## config.mk

```make
export PLATFORM = sky130hd
export DESIGN_NAME = sd_phy_top
export DESIGN_NICKNAME = d
export VERILOG_FILES = /design/src/rtl/sd_pkg.sv /design/src/rtl/sd_cmd_rx.sv /design/src/rtl/sd_host_sync.sv /design/src/rtl/sd_phy_top.sv /design/src/rtl/sd_resp_tx.sv
export SDC_FILE = /design/constraint.sdc
export NUM_CORES = 1
export LEC_CHECK = 0
export BUFFER_PORTS_ARGS = -buffer_cell sky130_fd_sc_hd__buf_2
export CELL_PAD_IN_SITES_DETAIL_PLACEMENT = 1
export CELL_PAD_IN_SITES_GLOBAL_PLACEMENT = 2
export CORE_MARGIN = 2
export CORE_UTILIZATION = 36
export CTS_CLUSTER_SIZE = 30
export DETAILED_ROUTE_END_ITERATION = 8
export PLACE_DENSITY = 0.87
export SLEW_MARGIN = 20
export SYNTH_ARGS = -nofsm -noshare
export SYNTH_HDL_FRONTEND = slang
export SYNTH_SLANG_ARGS = --single-unit
```

## constraint.sdc

```tcl
create_clock -name sd_clk -period 6.1 [get_ports sd_clk]
set_input_delay 1.22 -clock sd_clk [delete_from_list [all_inputs] [get_ports sd_clk]]
set_output_delay 1.22 -clock sd_clk [all_outputs]
set_load 0.01 [all_outputs]
```

## src/rtl/sd_pkg.sv

```systemverilog
package sd_pkg;

   // frame lengths on the CMD line
   localparam int CMD_BITS       = 48;
   localparam int LONG_RESP_BITS = 136;
   localparam int CRC7_BITS      = 7;

   // first-sent bit sits at the top of each word
   typedef logic [CMD_BITS-1:0]       cmd_word_t;
   typedef logic [LONG_RESP_BITS-1:0] resp_word_t;
   typedef logic [CRC7_BITS-1:0]      crc7_t;

   // response formats in native SD mode
   typedef enum logic [3:0] {
      RESP_R1  = 4'd1,
      RESP_R1B = 4'd2,
      RESP_R2  = 4'd3,
      RESP_R3  = 4'd4,
      RESP_R6  = 4'd5,
      RESP_R7  = 4'd6
   } resp_type_t;

   // one serial step of x^7 + x^3 + 1, message fed MSB first
   function automatic crc7_t crc7_step(input crc7_t crc, input logic din);
      logic  fb;
      crc7_t nxt;
      fb     = crc[6] ^ din;
      nxt    = {crc[5:3], crc[2] ^ fb, crc[1:0], fb};
      return nxt;
   endfunction

endpackage

```

## src/rtl/sd_cmd_rx.sv

```systemverilog
`timescale 1ns/1ns

module sd_cmd_rx #(
   parameter int RESET_WAIT_CLKS = 60
) (
   input  logic              sd_clk,
   input  logic              reset_n,
   input  logic              cmd_i,
   input  logic              cmd_oe_i,
   input  logic              crc_disable_i,
   output sd_pkg::cmd_word_t cmd_word_o,
   output logic              cmd_crc_good_o,
   output logic              cmd_act_o
);
   import sd_pkg::*;

   localparam int WAIT_W = (RESET_WAIT_CLKS > 1) ? $clog2(RESET_WAIT_CLKS) : 1;

   typedef enum logic [2:0] {
      ST_RESET,
      ST_RESET_WAIT,
      ST_IDLE,
      ST_READ,
      ST_CHECK
   } rx_state_t;

   rx_state_t             state;
   logic [WAIT_W-1:0]     wait_cnt;
   logic [5:0]            bit_cnt;
   logic                  cmd_last;
   logic                  start_bit;
   logic [CMD_BITS-2:0]   cmd_shift;
   crc7_t                 crc;

   // falling CMD edge in idle, but never our own response
   assign start_bit = (state == ST_IDLE) && !cmd_i && cmd_last && !cmd_oe_i;

   always_ff @(posedge sd_clk or negedge reset_n) begin
      if (!reset_n) begin
         state          <= ST_RESET;
         wait_cnt       <= '0;
         bit_cnt        <= '0;
         cmd_last       <= 1'b0;
         cmd_crc_good_o <= 1'b0;
         cmd_act_o      <= 1'b0;
      end else begin
         cmd_last <= cmd_i;
         case (state)
            ST_RESET: begin
               wait_cnt <= '0;
               if (cmd_i) begin
                  state <= ST_RESET_WAIT;
               end
            end
            ST_RESET_WAIT: begin
               // host sends a run of idle clocks before the first command
               wait_cnt <= wait_cnt + 1'b1;
               if (wait_cnt == WAIT_W'(RESET_WAIT_CLKS - 1)) begin
                  state <= ST_IDLE;
               end
            end
            ST_IDLE: begin
               if (start_bit) begin
                  cmd_act_o <= 1'b0;
                  bit_cnt   <= '0;
                  state     <= ST_READ;
               end
            end
            ST_READ: begin
               bit_cnt <= bit_cnt + 1'b1;
               // last CRC bit shifted in, end bit comes next
               if (bit_cnt == 6'd45) begin
                  state <= ST_CHECK;
               end
            end
            ST_CHECK: begin
               cmd_crc_good_o <= crc_disable_i | (cmd_shift[CRC7_BITS-1:0] == crc);
               // transmission bit
               cmd_act_o      <= cmd_shift[CMD_BITS-3];
               state          <= ST_IDLE;
            end
            default: begin
               state <= ST_RESET;
            end
         endcase
      end
   end

   // frame shift register and running CRC
   always_ff @(posedge sd_clk) begin
      if (start_bit) begin
         cmd_shift <= '0;
         crc       <= '0;
      end else if (state == ST_READ) begin
         cmd_shift <= {cmd_shift[CMD_BITS-3:0], cmd_i};
         // start bit leaves a zero CRC, so only bits 1 to 39 need stepping
         if (bit_cnt < 6'd39) begin
            crc <= crc7_step(crc, cmd_i);
         end
      end else if (state == ST_CHECK) begin
         cmd_word_o <= {cmd_shift, cmd_i};
      end
   end

   a_bit_cnt_range : assert property (
      @(posedge sd_clk) disable iff (!reset_n)
      (state == ST_READ) |-> (bit_cnt <= 6'd46)
   );

endmodule

```

## src/rtl/sd_host_sync.sv

```systemverilog
`timescale 1ns/1ns

module sd_host_sync #(
   parameter int SYNC_STAGES = 3
) (
   input  logic               sd_clk,
   input  logic               reset_n,
   input  logic               resp_act_i,
   input  sd_pkg::resp_type_t resp_type_i,
   input  logic               crc_disable_i,
   output logic               resp_start_o,
   output sd_pkg::resp_type_t resp_type_o,
   output logic               crc_disable_o
);
   import sd_pkg::*;

   localparam int TYPE_W = $bits(resp_type_t);
   localparam int SYNC_W = TYPE_W + 2;

   // request level, crc setting and response type share one chain
   logic [SYNC_STAGES-1:0][SYNC_W-1:0] sync_q;
   logic [SYNC_W-1:0]                  sync_in;
   logic [SYNC_W-1:0]                  sync_s;
   logic                               act_q;

   assign sync_in = {resp_act_i, crc_disable_i, resp_type_i};
   assign sync_s  = sync_q[SYNC_STAGES-1];

   always_ff @(posedge sd_clk or negedge reset_n) begin
      if (!reset_n) begin
         sync_q <= '0;
         act_q  <= 1'b0;
      end else begin
         sync_q[0] <= sync_in;
         for (int i = 1; i < SYNC_STAGES; i++) begin
            sync_q[i] <= sync_q[i-1];
         end
         // previous synchronized level for the edge detector
         act_q <= sync_s[SYNC_W-1];
      end
   end

   assign resp_start_o  = sync_s[SYNC_W-1] & ~act_q;
   assign crc_disable_o = sync_s[SYNC_W-2];
   assign resp_type_o   = resp_type_t'(sync_s[TYPE_W-1:0]);

   // host settles type and crc setting before it raises the request
   a_settings_stable : assert property (
      @(posedge sd_clk) disable iff (!reset_n)
      resp_start_o |-> ($stable(resp_type_o) && $stable(crc_disable_o))
   );

endmodule

```

## src/rtl/sd_phy_top.sv

```systemverilog
`timescale 1ns/1ns

module sd_phy_top #(
   parameter int RESET_WAIT_CLKS = 60,
   parameter int SYNC_STAGES     = 3
) (
   input  logic               sd_clk,
   input  logic               reset_n,
   input  logic               sd_cmd_i,
   input  sd_pkg::resp_word_t resp_word_i,
   input  sd_pkg::resp_type_t resp_type_i,
   input  logic               resp_act_i,
   input  logic               crc_disable_i,
   output logic               sd_cmd_o,
   output logic               sd_cmd_oe_o,
   output sd_pkg::cmd_word_t  cmd_word_o,
   output logic               cmd_crc_good_o,
   output logic               cmd_act_o,
   output logic               resp_done_o
);
   import sd_pkg::*;

   logic       resp_start;
   resp_type_t resp_type_s;
   logic       crc_disable_s;
   logic       cmd_oe;

   assign sd_cmd_oe_o = cmd_oe;

   sd_host_sync #(
      .SYNC_STAGES   (SYNC_STAGES)
   ) u_host_sync (
      .sd_clk        (sd_clk),
      .reset_n       (reset_n),
      .resp_act_i    (resp_act_i),
      .resp_type_i   (resp_type_i),
      .crc_disable_i (crc_disable_i),
      .resp_start_o  (resp_start),
      .resp_type_o   (resp_type_s),
      .crc_disable_o (crc_disable_s)
   );

   // receiver watches the line only while the transmitter is quiet
   sd_cmd_rx #(
      .RESET_WAIT_CLKS (RESET_WAIT_CLKS)
   ) u_cmd_rx (
      .sd_clk         (sd_clk),
      .reset_n        (reset_n),
      .cmd_i          (sd_cmd_i),
      .cmd_oe_i       (cmd_oe),
      .crc_disable_i  (crc_disable_s),
      .cmd_word_o     (cmd_word_o),
      .cmd_crc_good_o (cmd_crc_good_o),
      .cmd_act_o      (cmd_act_o)
   );

   sd_resp_tx u_resp_tx (
      .sd_clk       (sd_clk),
      .reset_n      (reset_n),
      .resp_start_i (resp_start),
      .resp_type_i  (resp_type_s),
      .resp_word_i  (resp_word_i),
      .cmd_o        (sd_cmd_o),
      .cmd_oe_o     (cmd_oe),
      .resp_done_o  (resp_done_o)
   );

endmodule

```

## src/rtl/sd_resp_tx.sv

```systemverilog
`timescale 1ns/1ns

module sd_resp_tx (
   input  logic               sd_clk,
   input  logic               reset_n,
   input  logic               resp_start_i,
   input  sd_pkg::resp_type_t resp_type_i,
   input  sd_pkg::resp_word_t resp_word_i,
   output logic               cmd_o,
   output logic               cmd_oe_o,
   output logic               resp_done_o
);
   import sd_pkg::*;

   // R2 CRC covers bits 8 to 127 only
   localparam logic [7:0] R2_CRC_FIRST = 8'd8;

   typedef enum logic [1:0] {
      ST_IDLE,
      ST_PREAMBLE,
      ST_WRITE,
      ST_END
   } tx_state_t;

   tx_state_t   state;
   logic [7:0]  bit_cnt;
   logic [7:0]  crc_start;
   logic [7:0]  last_bit;
   logic        is_long;
   logic        is_r3;
   logic        tx_bit;
   resp_word_t  resp_shift;
   crc7_t       crc;

   assign crc_start = is_long ? 8'(LONG_RESP_BITS - CRC7_BITS - 1)
                              : 8'(CMD_BITS - CRC7_BITS - 1);
   assign last_bit  = is_long ? 8'(LONG_RESP_BITS - 1) : 8'(CMD_BITS - 1);

   // word bits first, then the CRC field, R3 sends ones instead
   always_comb begin
      if (bit_cnt >= crc_start) begin
         tx_bit = is_r3 | crc[CRC7_BITS-1];
      end else begin
         tx_bit = resp_shift[LONG_RESP_BITS-1];
      end
   end

   always_ff @(negedge sd_clk or negedge reset_n) begin
      if (!reset_n) begin
         state       <= ST_IDLE;
         bit_cnt     <= '0;
         cmd_o       <= 1'b1;
         cmd_oe_o    <= 1'b0;
         resp_done_o <= 1'b0;
      end else begin
         case (state)
            ST_IDLE: begin
               if (resp_start_i) begin
                  resp_done_o <= 1'b0;
                  state       <= ST_PREAMBLE;
               end
            end
            ST_PREAMBLE: begin
               // one idle bit between command end and response start
               bit_cnt <= '0;
               state   <= ST_WRITE;
            end
            ST_WRITE: begin
               cmd_oe_o <= 1'b1;
               cmd_o    <= tx_bit;
               bit_cnt  <= bit_cnt + 1'b1;
               if (bit_cnt == last_bit) begin
                  state <= ST_END;
               end
            end
            ST_END: begin
               cmd_oe_o    <= 1'b0;
               resp_done_o <= 1'b1;
               state       <= ST_IDLE;
            end
            default: begin
               state <= ST_IDLE;
            end
         endcase
      end
   end

   // response latch, serializer and CRC generator
   always_ff @(negedge sd_clk) begin
      if (state == ST_IDLE && resp_start_i) begin
         resp_shift <= resp_word_i;
         crc        <= '0;
         is_long    <= (resp_type_i == RESP_R2);
         is_r3      <= (resp_type_i == RESP_R3);
      end else if (state == ST_WRITE) begin
         resp_shift <= {resp_shift[LONG_RESP_BITS-2:0], 1'b1};
         if (bit_cnt >= crc_start) begin
            // shifting in ones makes the end bit follow the CRC
            crc <= {crc[CRC7_BITS-2:0], 1'b1};
         end else if (is_long && bit_cnt < R2_CRC_FIRST) begin
            crc <= '0;
         end else begin
            crc <= crc7_step(crc, resp_shift[LONG_RESP_BITS-1]);
         end
      end
   end

   a_oe_low_idle : assert property (
      @(negedge sd_clk) disable iff (!reset_n)
      (state == ST_IDLE) |-> !cmd_oe_o
   );

   a_type_valid : assert property (
      @(negedge sd_clk) disable iff (!reset_n)
      resp_start_i |-> (resp_type_i inside {RESP_R1, RESP_R1B, RESP_R2,
                                             RESP_R3, RESP_R6, RESP_R7})
   );

endmodule

```

==> qor.txt, run 1 <==
GRT
----------------------------------------------------------------------------------------
Via count of the first global-routing pass                                          9633
Total grt overflow                                                                     0
Wire length of the first global-routing pass                                    47680 µm
Total Routing Usage GR                                                            0.1742
Antenna violations before repair                                                       5
Maximum number of pins on one net before global-route repair                          73

CRITICAL PATH
----------------------------------------------------------------------------------------
Kind of end point of the critical path                                      primary output
Critical setup path kind                                                         reg2out
Critical-path cell list                                                            buf_2
Reg2reg end                                                                 u_resp_tx.resp_shift[76]
FF-to-FF setup slack                                                             0.79 ns
Worst reg-to-reg path cell count                                                       5
Slowest CP cell                                                             sky130_fd_sc_hd__dfstp_2
Origin of the critical flop-to-flop path                                    u_host_sync.sync_s[5]
Data required time of the critical path                                          4.88 ns
Sum of buffers and inverters on the critical path                                      1
Worst Path Max Fanout                                                                  2
Arr. time, crit path                                                             4.26 ns
Crit start category                                                                 flop
Max incr delay on CP                                                             0.52 ns
Kind of cell with the highest combined delay on the critical path             flip-flops

LAYOUT
----------------------------------------------------------------------------------------
Fraction of layout instances using a drive strength above 1                       0.1902
Layout Nets                                                                         1596
Area used by multi-input combinational logic                                0.003368 mm²
Area delta synth->final                                                           27.02%
Final cell count without fillers                                                    1906
Final-layout fill cell count                                                        3657
Sequential standard cell area                                               0.008059 mm²

POWER
----------------------------------------------------------------------------------------
Switching Fraction                                                                0.3247
Net switching power                                                             2.517 mW
Leakage power summed over all cells                                             6.964 nW
Fraction of power consumed by sequential logic                                     0.469
Internal power summed over all cells                                            5.236 mW
Comb pwr share                                                                     0.206
Power after layout                                                              7.753 mW
Power per Cell Area                                                         520.8 mW/mm²
Clock network fraction of total power                                              0.325
Peak VDD IR                                                                    0.2697 mV

SYNTHESIS
----------------------------------------------------------------------------------------
Post-synth EDFFs                                                                     186
Cell with the most instances after synthesis                                sky130_fd_sc_hd__nand2_1
Cell accounting for the most synthesized area                               sky130_fd_sc_hd__edfxtp_1
Sequential cell area fraction in the yosys report                                 0.6877
Count of cell types in the netlist                                                    56
Post-synth top flop                                                         sky130_fd_sc_hd__edfxtp_1
Synth Warn #                                                                           0
Share of the synthesized area in the top cell type                                0.4766
Synth cell count leaders                                                    sky130_fd_sc_hd__nand2_1 (523), sky130_fd_sc_hd__edfxtp_1 (186), sky130_fd_sc_hd__dfxtp_1 (61)
Top area cells in the synthesized netlist                                   sky130_fd_sc_hd__edfxtp_1 (48%), sky130_fd_sc_hd__nand2_1 (17%), sky130_fd_sc_hd__dfxtp_1 (10%)
Average footprint of a synthesized cell                                        10.64 µm²
Post-synthesis cell count                                                           1101
Share of synthesized registers carrying an async set or reset                     0.1684
Mapped Area                                                                  0.01172 mm²
Synthesized net count                                                               1257
Synthesis-stage register bit count                                                   297

CLOCKING
----------------------------------------------------------------------------------------
CTS clock-pin slew for the worst setup and hold paths                            0.05 ns
Post-CTS Hold Fix Bufs                                                                 0
Clk Latency, worst-skew pair                                                     0.59 ns
Clock Path Buffers                                                                     3
H-tree depth                                                                           2
Setup Buffers After CTS                                                                0
Quantity of gates resized following cts                                                0
Number of clock buffers inserted by TritonCTS                                         36
TritonCTS clock tree                                                               built
Clock Root Buffer                                                           sky130_fd_sc_hd__clkbuf_16
Number of sinks on the clock net                                                     297

WORST HOLD PATH
----------------------------------------------------------------------------------------
Path category of the worst min-delay check                                       reg2reg
Hold path cells                                                                        0
Min-Delay Endpoint                                                          u_host_sync.sync_s[3]
Origin of the worst min-delay path                                          u_host_sync.sync_q[9]

STA
----------------------------------------------------------------------------------------
Setup total negative slack                                                          0 ns
Worst setup slack after layout                                                 0.6246 ns
Final-report max-slew violation count                                                  0
RSZ-0062 raised after global routing                                                  no
Clock Skew                                                                    0.09301 ns
Max-slew headroom                                                                 0.3305
Hold violation count in the final report                                               0
Final setup vio count                                                                  0
Slew @ Worst Pin                                                                1.004 ns
Final Hold Slack                                                               0.3447 ns

PLACED DESIGN
----------------------------------------------------------------------------------------
Buffers on Ports                                                                     197
Dpl cells                                                                           1699
Total half-perimeter wirelength after legalization and detailed placement       18470 µm
Post-placement worst setup slack                                               0.7261 ns
Global placement routability congestion                                           0.7586

DETAILED ROUTING
----------------------------------------------------------------------------------------
Routed WL                                                                       29400 µm
Post-route antenna net violation count                                                 0
Drt initial violations                                                               452
Post-DR wirelength/cell                                                         15.42 µm
Average vias per placed instance                                                   4.703
Number of vias in the routed layout                                                 8964
DRC violation count after routing                                                      0
Drt pass-1 iters                                                                       5

DIE
----------------------------------------------------------------------------------------
Initial Utilization                                                               0.3629
Placeable Area                                                               0.03229 mm²
Die area                                                                     0.03401 mm²
Width of the chip                                                               184.4 µm
# IOs                                                                                198
Floorplan die height                                                            184.4 µm
Cell row count                                                                        66

RUN
----------------------------------------------------------------------------------------
Max Cap Violations                                                                     0

RUN STATUS
----------------------------------------------------------------------------------------
Outcome                                                                     complete, no violations

registers in the layout (all words and copies together), names as in the netlist, 2 cells and up:
| register | cells |
|---|---|
| u_resp_tx.crc | 7 |
| u_cmd_rx.crc | 7 |
| u_cmd_rx.bit_cnt | 6 |
| u_resp_tx.bit_cnt | 8 |
| u_cmd_rx.cmd_shift | 47 |
| u_host_sync.sync_s | 6 |
| u_host_sync.sync_q | 12 |
| u_cmd_rx.wait_cnt | 6 |
| u_cmd_rx.state | 3 |
| u_resp_tx.state | 2 |
| u_cmd_rx.cmd_word_o | 48 |
| u_resp_tx.resp_shift | 136 |
cells by family (layout without fill, tap and decap cells):
family          count (synthesis)  count (layout)  share of synthesized area
simple gates                  598             598                     0.2021
flops                         297             297                     0.6877
compound gates                102             102                    0.05232
buf+inv                        70             431                    0.02659
mux                            12              12                    0.01132
fa+ha+maj                      11              11                    0.01174
xor+xnor                       11              11                   0.008221
other cells                     0               2                          0
layer usage:
metal | part of all wire | track usage
met1 | 0.44 | 0.2186
met5 | 0.0014 | 0
met3 | 0.083 | 0.07034
met4 | 0.018 | 0.06624
met2 | 0.46 | 0.2696
power by group through the flow:
stage | Sequential (mW) | Clock, mW | Combinational (mW)
final | 3.63 | 2.52 | 1.60
after global routing | 3.73 | 2.77 | 1.89
after CTS | 3.64 | 2.61 | 1.64
after detailed placement | 3.66 | 0.143 | 1.63
after global placement | 3.64 | 0.143 | 1.53
after floorplan | 3.56 | 0.143 | 1.19
how the worst max path moves through the flow:
stage | cells past startpoint | endpoint | from | slack [ns]
floorplan | 4 | u_resp_tx.resp_shift[0] | u_host_sync.sync_s[5] | -0.11
global placement | 5 | u_resp_tx.resp_shift[100] | u_host_sync.sync_s[5] | 0.79
detailed placement | 5 | u_resp_tx.resp_shift[100] | u_host_sync.sync_s[5] | 0.73
CTS | 1 | sd_cmd_o | u_resp_tx.cmd_o | 0.60
global route | 5 | u_resp_tx.resp_shift[110] | u_host_sync.sync_s[5] | 0.57
finish | 1 | sd_cmd_o | u_resp_tx.cmd_o | 0.62
cell usage in the layout, fill, tap and decap left out, types with 2 or more instances in the layout:
master / netlist / layout
sky130_fd_sc_hd__clkinvlp_2: 0 / 5
sky130_fd_sc_hd__mux2i_1: 11 / 11
sky130_fd_sc_hd__nor2b_1: 2 / 2
sky130_fd_sc_hd__and2_1: 2 / 2
sky130_fd_sc_hd__a211o_1: 2 / 2
sky130_fd_sc_hd__xnor2_1: 6 / 6
sky130_fd_sc_hd__or2_2: 2 / 2
sky130_fd_sc_hd__a21o_1: 3 / 3
sky130_fd_sc_hd__bufinv_16: 0 / 2
sky130_fd_sc_hd__a22o_1: 8 / 8
sky130_fd_sc_hd__o21ai_1: 2 / 2
sky130_fd_sc_hd__dfxtp_1: 61 / 61
sky130_fd_sc_hd__clkbuf_16: 0 / 39
sky130_fd_sc_hd__clkbuf_8: 0 / 4
sky130_fd_sc_hd__nand2_1: 523 / 523
sky130_fd_sc_hd__inv_1: 16 / 162
sky130_fd_sc_hd__nand3b_1: 5 / 5
sky130_fd_sc_hd__edfxtp_1: 186 / 186
sky130_fd_sc_hd__nand2b_1: 2 / 2
sky130_fd_sc_hd__o22ai_1: 2 / 2
sky130_fd_sc_hd__nor4b_1: 2 / 2
sky130_fd_sc_hd__nand3_1: 10 / 10
sky130_fd_sc_hd__buf_4: 1 / 10
sky130_fd_sc_hd__buf_12: 0 / 3
sky130_fd_sc_hd__ha_1: 11 / 11
sky130_fd_sc_hd__xor2_1: 5 / 5
sky130_fd_sc_hd__nor3_1: 5 / 5
sky130_fd_sc_hd__dfrtp_1: 37 / 37
sky130_fd_sc_hd__nor2_1: 29 / 28
sky130_fd_sc_hd__buf_2: 24 / 197
sky130_fd_sc_hd__a21oi_1: 55 / 55
sky130_fd_sc_hd__clkinv_1: 0 / 2
sky130_fd_sc_hd__inv_6: 0 / 2
sky130_fd_sc_hd__o21ai_0: 17 / 17
sky130_fd_sc_hd__dfrtn_1: 12 / 12
sky130_fd_sc_hd__diode_2: 0 / 2
sky130_fd_sc_hd__clkbuf_1: 17 / 2
sky130_fd_sc_hd__nand4_1: 6 / 6
per-stage QoR:
step           utilization  area [µm²]
6_report            0.4610       14890
4_1_cts             0.4609       14880
5_1_grt             0.4609       14880
3_5_place_dp        0.4078       13170
2_1_floorplan            -       11730
3_3_place_gp        0.4078       13170
cell type report:
cell class	instances	share of cell area
Sequential cell	297	0.5414
Multi-Input combinational cell	734	0.2263
Timing Repair Buffer	210	0.07531
Clock buffer	45	0.06977
Clock inverter	161	0.04556
Tap cell	442	0.03715
Inverter	15	0.004203
Antenna cell	2	0.0003362
Power figures use the tool's default switching activity.
==> inputs of run 2 (changes only) <==
Settings changed: CORE_UTILIZATION 36 to 39, CTS_CLUSTER_SIZE 30 to 28, SYNTH_HIERARCHICAL set to 1.
==> qor.txt, run 2 <==
RUN STATUS
----------------------------------------------------------------------------------------
Outcome                                                                     complete, no violations

POWER
----------------------------------------------------------------------------------------
Peak VDD IR                                                                    0.3038 mV
Power per Cell Area                                                         524.9 mW/mm²
Leakage power summed over all cells                                             6.366 nW

SYNTHESIS
----------------------------------------------------------------------------------------
Synthesis-stage register bit count                                                   297
Synthesized net count                                                                979
Sequential cell area fraction in the yosys report                                 0.6825
Mapped Area                                                                  0.01181 mm²
Average footprint of a synthesized cell                                        14.37 µm²
Synth cell count leaders                                                    sky130_fd_sc_hd__edfxtp_1 (186), sky130_fd_sc_hd__mux2_2 (137), sky130_fd_sc_hd__nand2_1 (115)
Post-synth EDFFs                                                                     186
Share of synthesized registers carrying an async set or reset                     0.1684
Cell accounting for the most synthesized area                               sky130_fd_sc_hd__edfxtp_1
Post-synth top flop                                                         sky130_fd_sc_hd__edfxtp_1
Top area cells in the synthesized netlist                                   sky130_fd_sc_hd__edfxtp_1 (47%), sky130_fd_sc_hd__mux2_2 (13%), sky130_fd_sc_hd__dfxtp_1 (10%)
Synth Warn #                                                                           6
Post-synthesis cell count                                                            822
Cell with the most instances after synthesis                                sky130_fd_sc_hd__edfxtp_1
Count of cell types in the netlist                                                    59
Share of the synthesized area in the top cell type                                0.4730

LAYOUT
----------------------------------------------------------------------------------------
Top reg by flops                                                            u_resp_tx/resp_shift
Regs by FF count                                                            u_resp_tx/resp_shift (136), u_cmd_rx/cmd_word_o (48), u_cmd_rx/cmd_shift (47)
Fraction of layout instances using a drive strength above 1                       0.3517
Flip-flop count of the largest register, all copies and words added                  136
Final-layout fill cell count                                                        3119
Leading cell type in the layout, fill and taps excluded                     sky130_fd_sc_hd__buf_2
Area delta synth->final                                                           27.41%
Layout Nets                                                                         1327
Layout Utilization                                                                0.5063
Commonest cells after routing, fill and taps aside                          sky130_fd_sc_hd__buf_2 (197), sky130_fd_sc_hd__edfxtp_1 (186), sky130_fd_sc_hd__inv_1 (167), sky130_fd_sc_hd__mux2_2 (137), sky130_fd_sc_hd__nand2_1 (115)

CRITICAL PATH
----------------------------------------------------------------------------------------
Setup crit start                                                            u_resp_tx/cmd_o
Origin of the critical flop-to-flop path                                    u_host_sync/act_q
Kind of cell with the highest combined delay on the critical path             flip-flops
Critical-path cell list                                                            buf_2
Data required time of the critical path                                          4.88 ns
Sum of buffers and inverters on the critical path                                      1
Max incr delay on CP                                                             0.54 ns
Kind of end point of the critical path                                      primary output
Worst Path Max Fanout                                                                  2
Crit start category                                                                 flop
Slowest CP cell                                                             sky130_fd_sc_hd__dfstp_2
Arr. time, crit path                                                             4.27 ns
Critical setup path kind                                                         reg2out

STA
----------------------------------------------------------------------------------------
Final setup vio count                                                                  0
Clock Skew                                                                     0.1191 ns
RSZ-0062 raised after global routing                                                  no
Setup total negative slack                                                          0 ns
Slew @ Worst Pin                                                                1.042 ns
Max-slew headroom                                                                 0.3053
Hold violation count in the final report                                               0
Final-report max-slew violation count                                                  0

GRT
----------------------------------------------------------------------------------------
Total grt overflow                                                                     0
Via count of the first global-routing pass                                          8816
Wire length of the first global-routing pass                                    46000 µm
Antenna violations before repair                                                      10
Total Routing Usage GR                                                            0.1864
Maximum number of pins on one net before global-route repair                          86

DIE
----------------------------------------------------------------------------------------
Floorplan die height                                                            178.0 µm
Die area                                                                     0.03169 mm²
Initial Utilization                                                               0.3974
# IOs                                                                                198
Cell row count                                                                        63
Width of the chip                                                               178.0 µm
Placeable Area                                                               0.02972 mm²

WORST HOLD PATH
----------------------------------------------------------------------------------------
Origin of the worst min-delay path                                          u_host_sync/sync_q[2]
Path category of the worst min-delay check                                       reg2reg

CLOCKING
----------------------------------------------------------------------------------------
TritonCTS clock tree                                                               built
Post-CTS Hold Fix Bufs                                                                 0
Clk Latency, worst-skew pair                                                     0.62 ns
Clock Path Buffers                                                                     3
Number of clock buffers inserted by TritonCTS                                         35
Number of sinks on the clock net                                                     297
H-tree depth                                                                           2
Setup Buffers After CTS                                                                0
Clock Root Buffer                                                           sky130_fd_sc_hd__clkbuf_16
CTS clock-pin slew for the worst setup and hold paths                            0.06 ns
Quantity of gates resized following cts                                                0

DETAILED ROUTING
----------------------------------------------------------------------------------------
Post-route antenna net violation count                                                 0
Post-DR wirelength/cell                                                         18.39 µm
Number of vias in the routed layout                                                 7901
Drt initial violations                                                               405
Drt pass-1 iters                                                                       4
Average vias per placed instance                                                   4.947
DRC violation count after routing                                                      0
Routed WL                                                                       29360 µm

PLACED DESIGN
----------------------------------------------------------------------------------------
Global placement routability congestion                                           0.7485
Buffers on Ports                                                                     197
Total half-perimeter wirelength after legalization and detailed placement       17100 µm

RUN
----------------------------------------------------------------------------------------
Max Cap Violations                                                                     0

run 2: cell types whose count changed in the layout (fill, tap and decap cells not counted), sizes merged, moves of 5 or more:
cell	previous run	this run
inv	165	171
nor2	29	7
clkinv	3	8
o21ai	19	26
diode	2	10
mux2	0	137
nand2	523	115
run 2: cell type report:
| class | instances | area (µm²) | share of cell area |
|---|---|---|---|
| antenna | 10 | 25.02 | 0.001663 |
| clock buffer | 41 | 1003 | 0.06669 |
| clock inverter | 169 | 795.8 | 0.05289 |
| inverter | 19 | 77.57 | 0.005156 |
| multi-input combinational | 462 | 3458 | 0.2299 |
| sequential | 297 | 8059 | 0.5356 |
| tap | 390 | 488.0 | 0.03243 |
| timing repair buffer | 209 | 1139 | 0.07568 |
run 2: where the power goes:
part | switching (mW) | internal [mW] | leakage (nW) | total [mW]
logic | 0.946 | 0.769 | 2.12 | 1.71
registers | 0.375 | 3.14 | 2.85 | 3.51
clock network | 1.20 | 1.47 | 1.40 | 2.67
total | 2.52 | 5.38 | 6.37 | 7.90
run 2: kinds of logic (layout without fill, tap and decap cells):
kind of cell | Yosys count | in the layout | share of synthesized area
AOI/OAI and AO/OA | 111 | 111 | 0.05425
xor gates and xnor gates | 11 | 11 | 0.009324
adders and majority gates | 12 | 12 | 0.01271
buffers and inverters | 63 | 438 | 0.02649
DFF | 297 | 297 | 0.6825
muxes | 151 | 151 | 0.1425
other | 0 | 10 | 0
and+or+nand+nor | 177 | 177 | 0.07226
run 2: per-stage QoR:
step                hold WS (ns)  instances  total power [mW]  worst slack (ns)  instance area (µm²)
finish                    0.3493       1597             7.897            0.6056                15050
global route              0.3650       1595             8.399            0.5765                15040
CTS                       0.3507       1587             7.984            0.5896                15020
detailed placement        0.3363       1378             5.342            0.9243                13230
global placement          0.3333       1378             5.235            0.9468                13230
floorplan                 0.3312        822             4.865          -0.09504                11820
run 2: worst paths after layout:
kind | to | slack [ns] | depth (start not counted)
setup / recovery | sd_cmd_o | 0.61 | 1
hold / removal | u_host_sync/sync_q[8] | 0.35 | 0
setup reg to reg | u_resp_tx/resp_shift[108] | 0.90 | 5
hold reg to reg | u_host_sync/sync_q[8] | 0.35 | 0
max in group asynchronous | u_resp_tx/bit_cnt[1] | 1.91 | 2
min in group asynchronous | u_cmd_rx/wait_cnt[3] | 0.64 | 1
run 2: per-layer routing:
metal,part of all wire,GRT usage,wire [µm]
met1,0.40,0.2150,11780
met2,0.52,0.3152,15180
met3,0.054,0.05818,1572
met4,0.028,0.08880,811
met5,0.00072,0,21
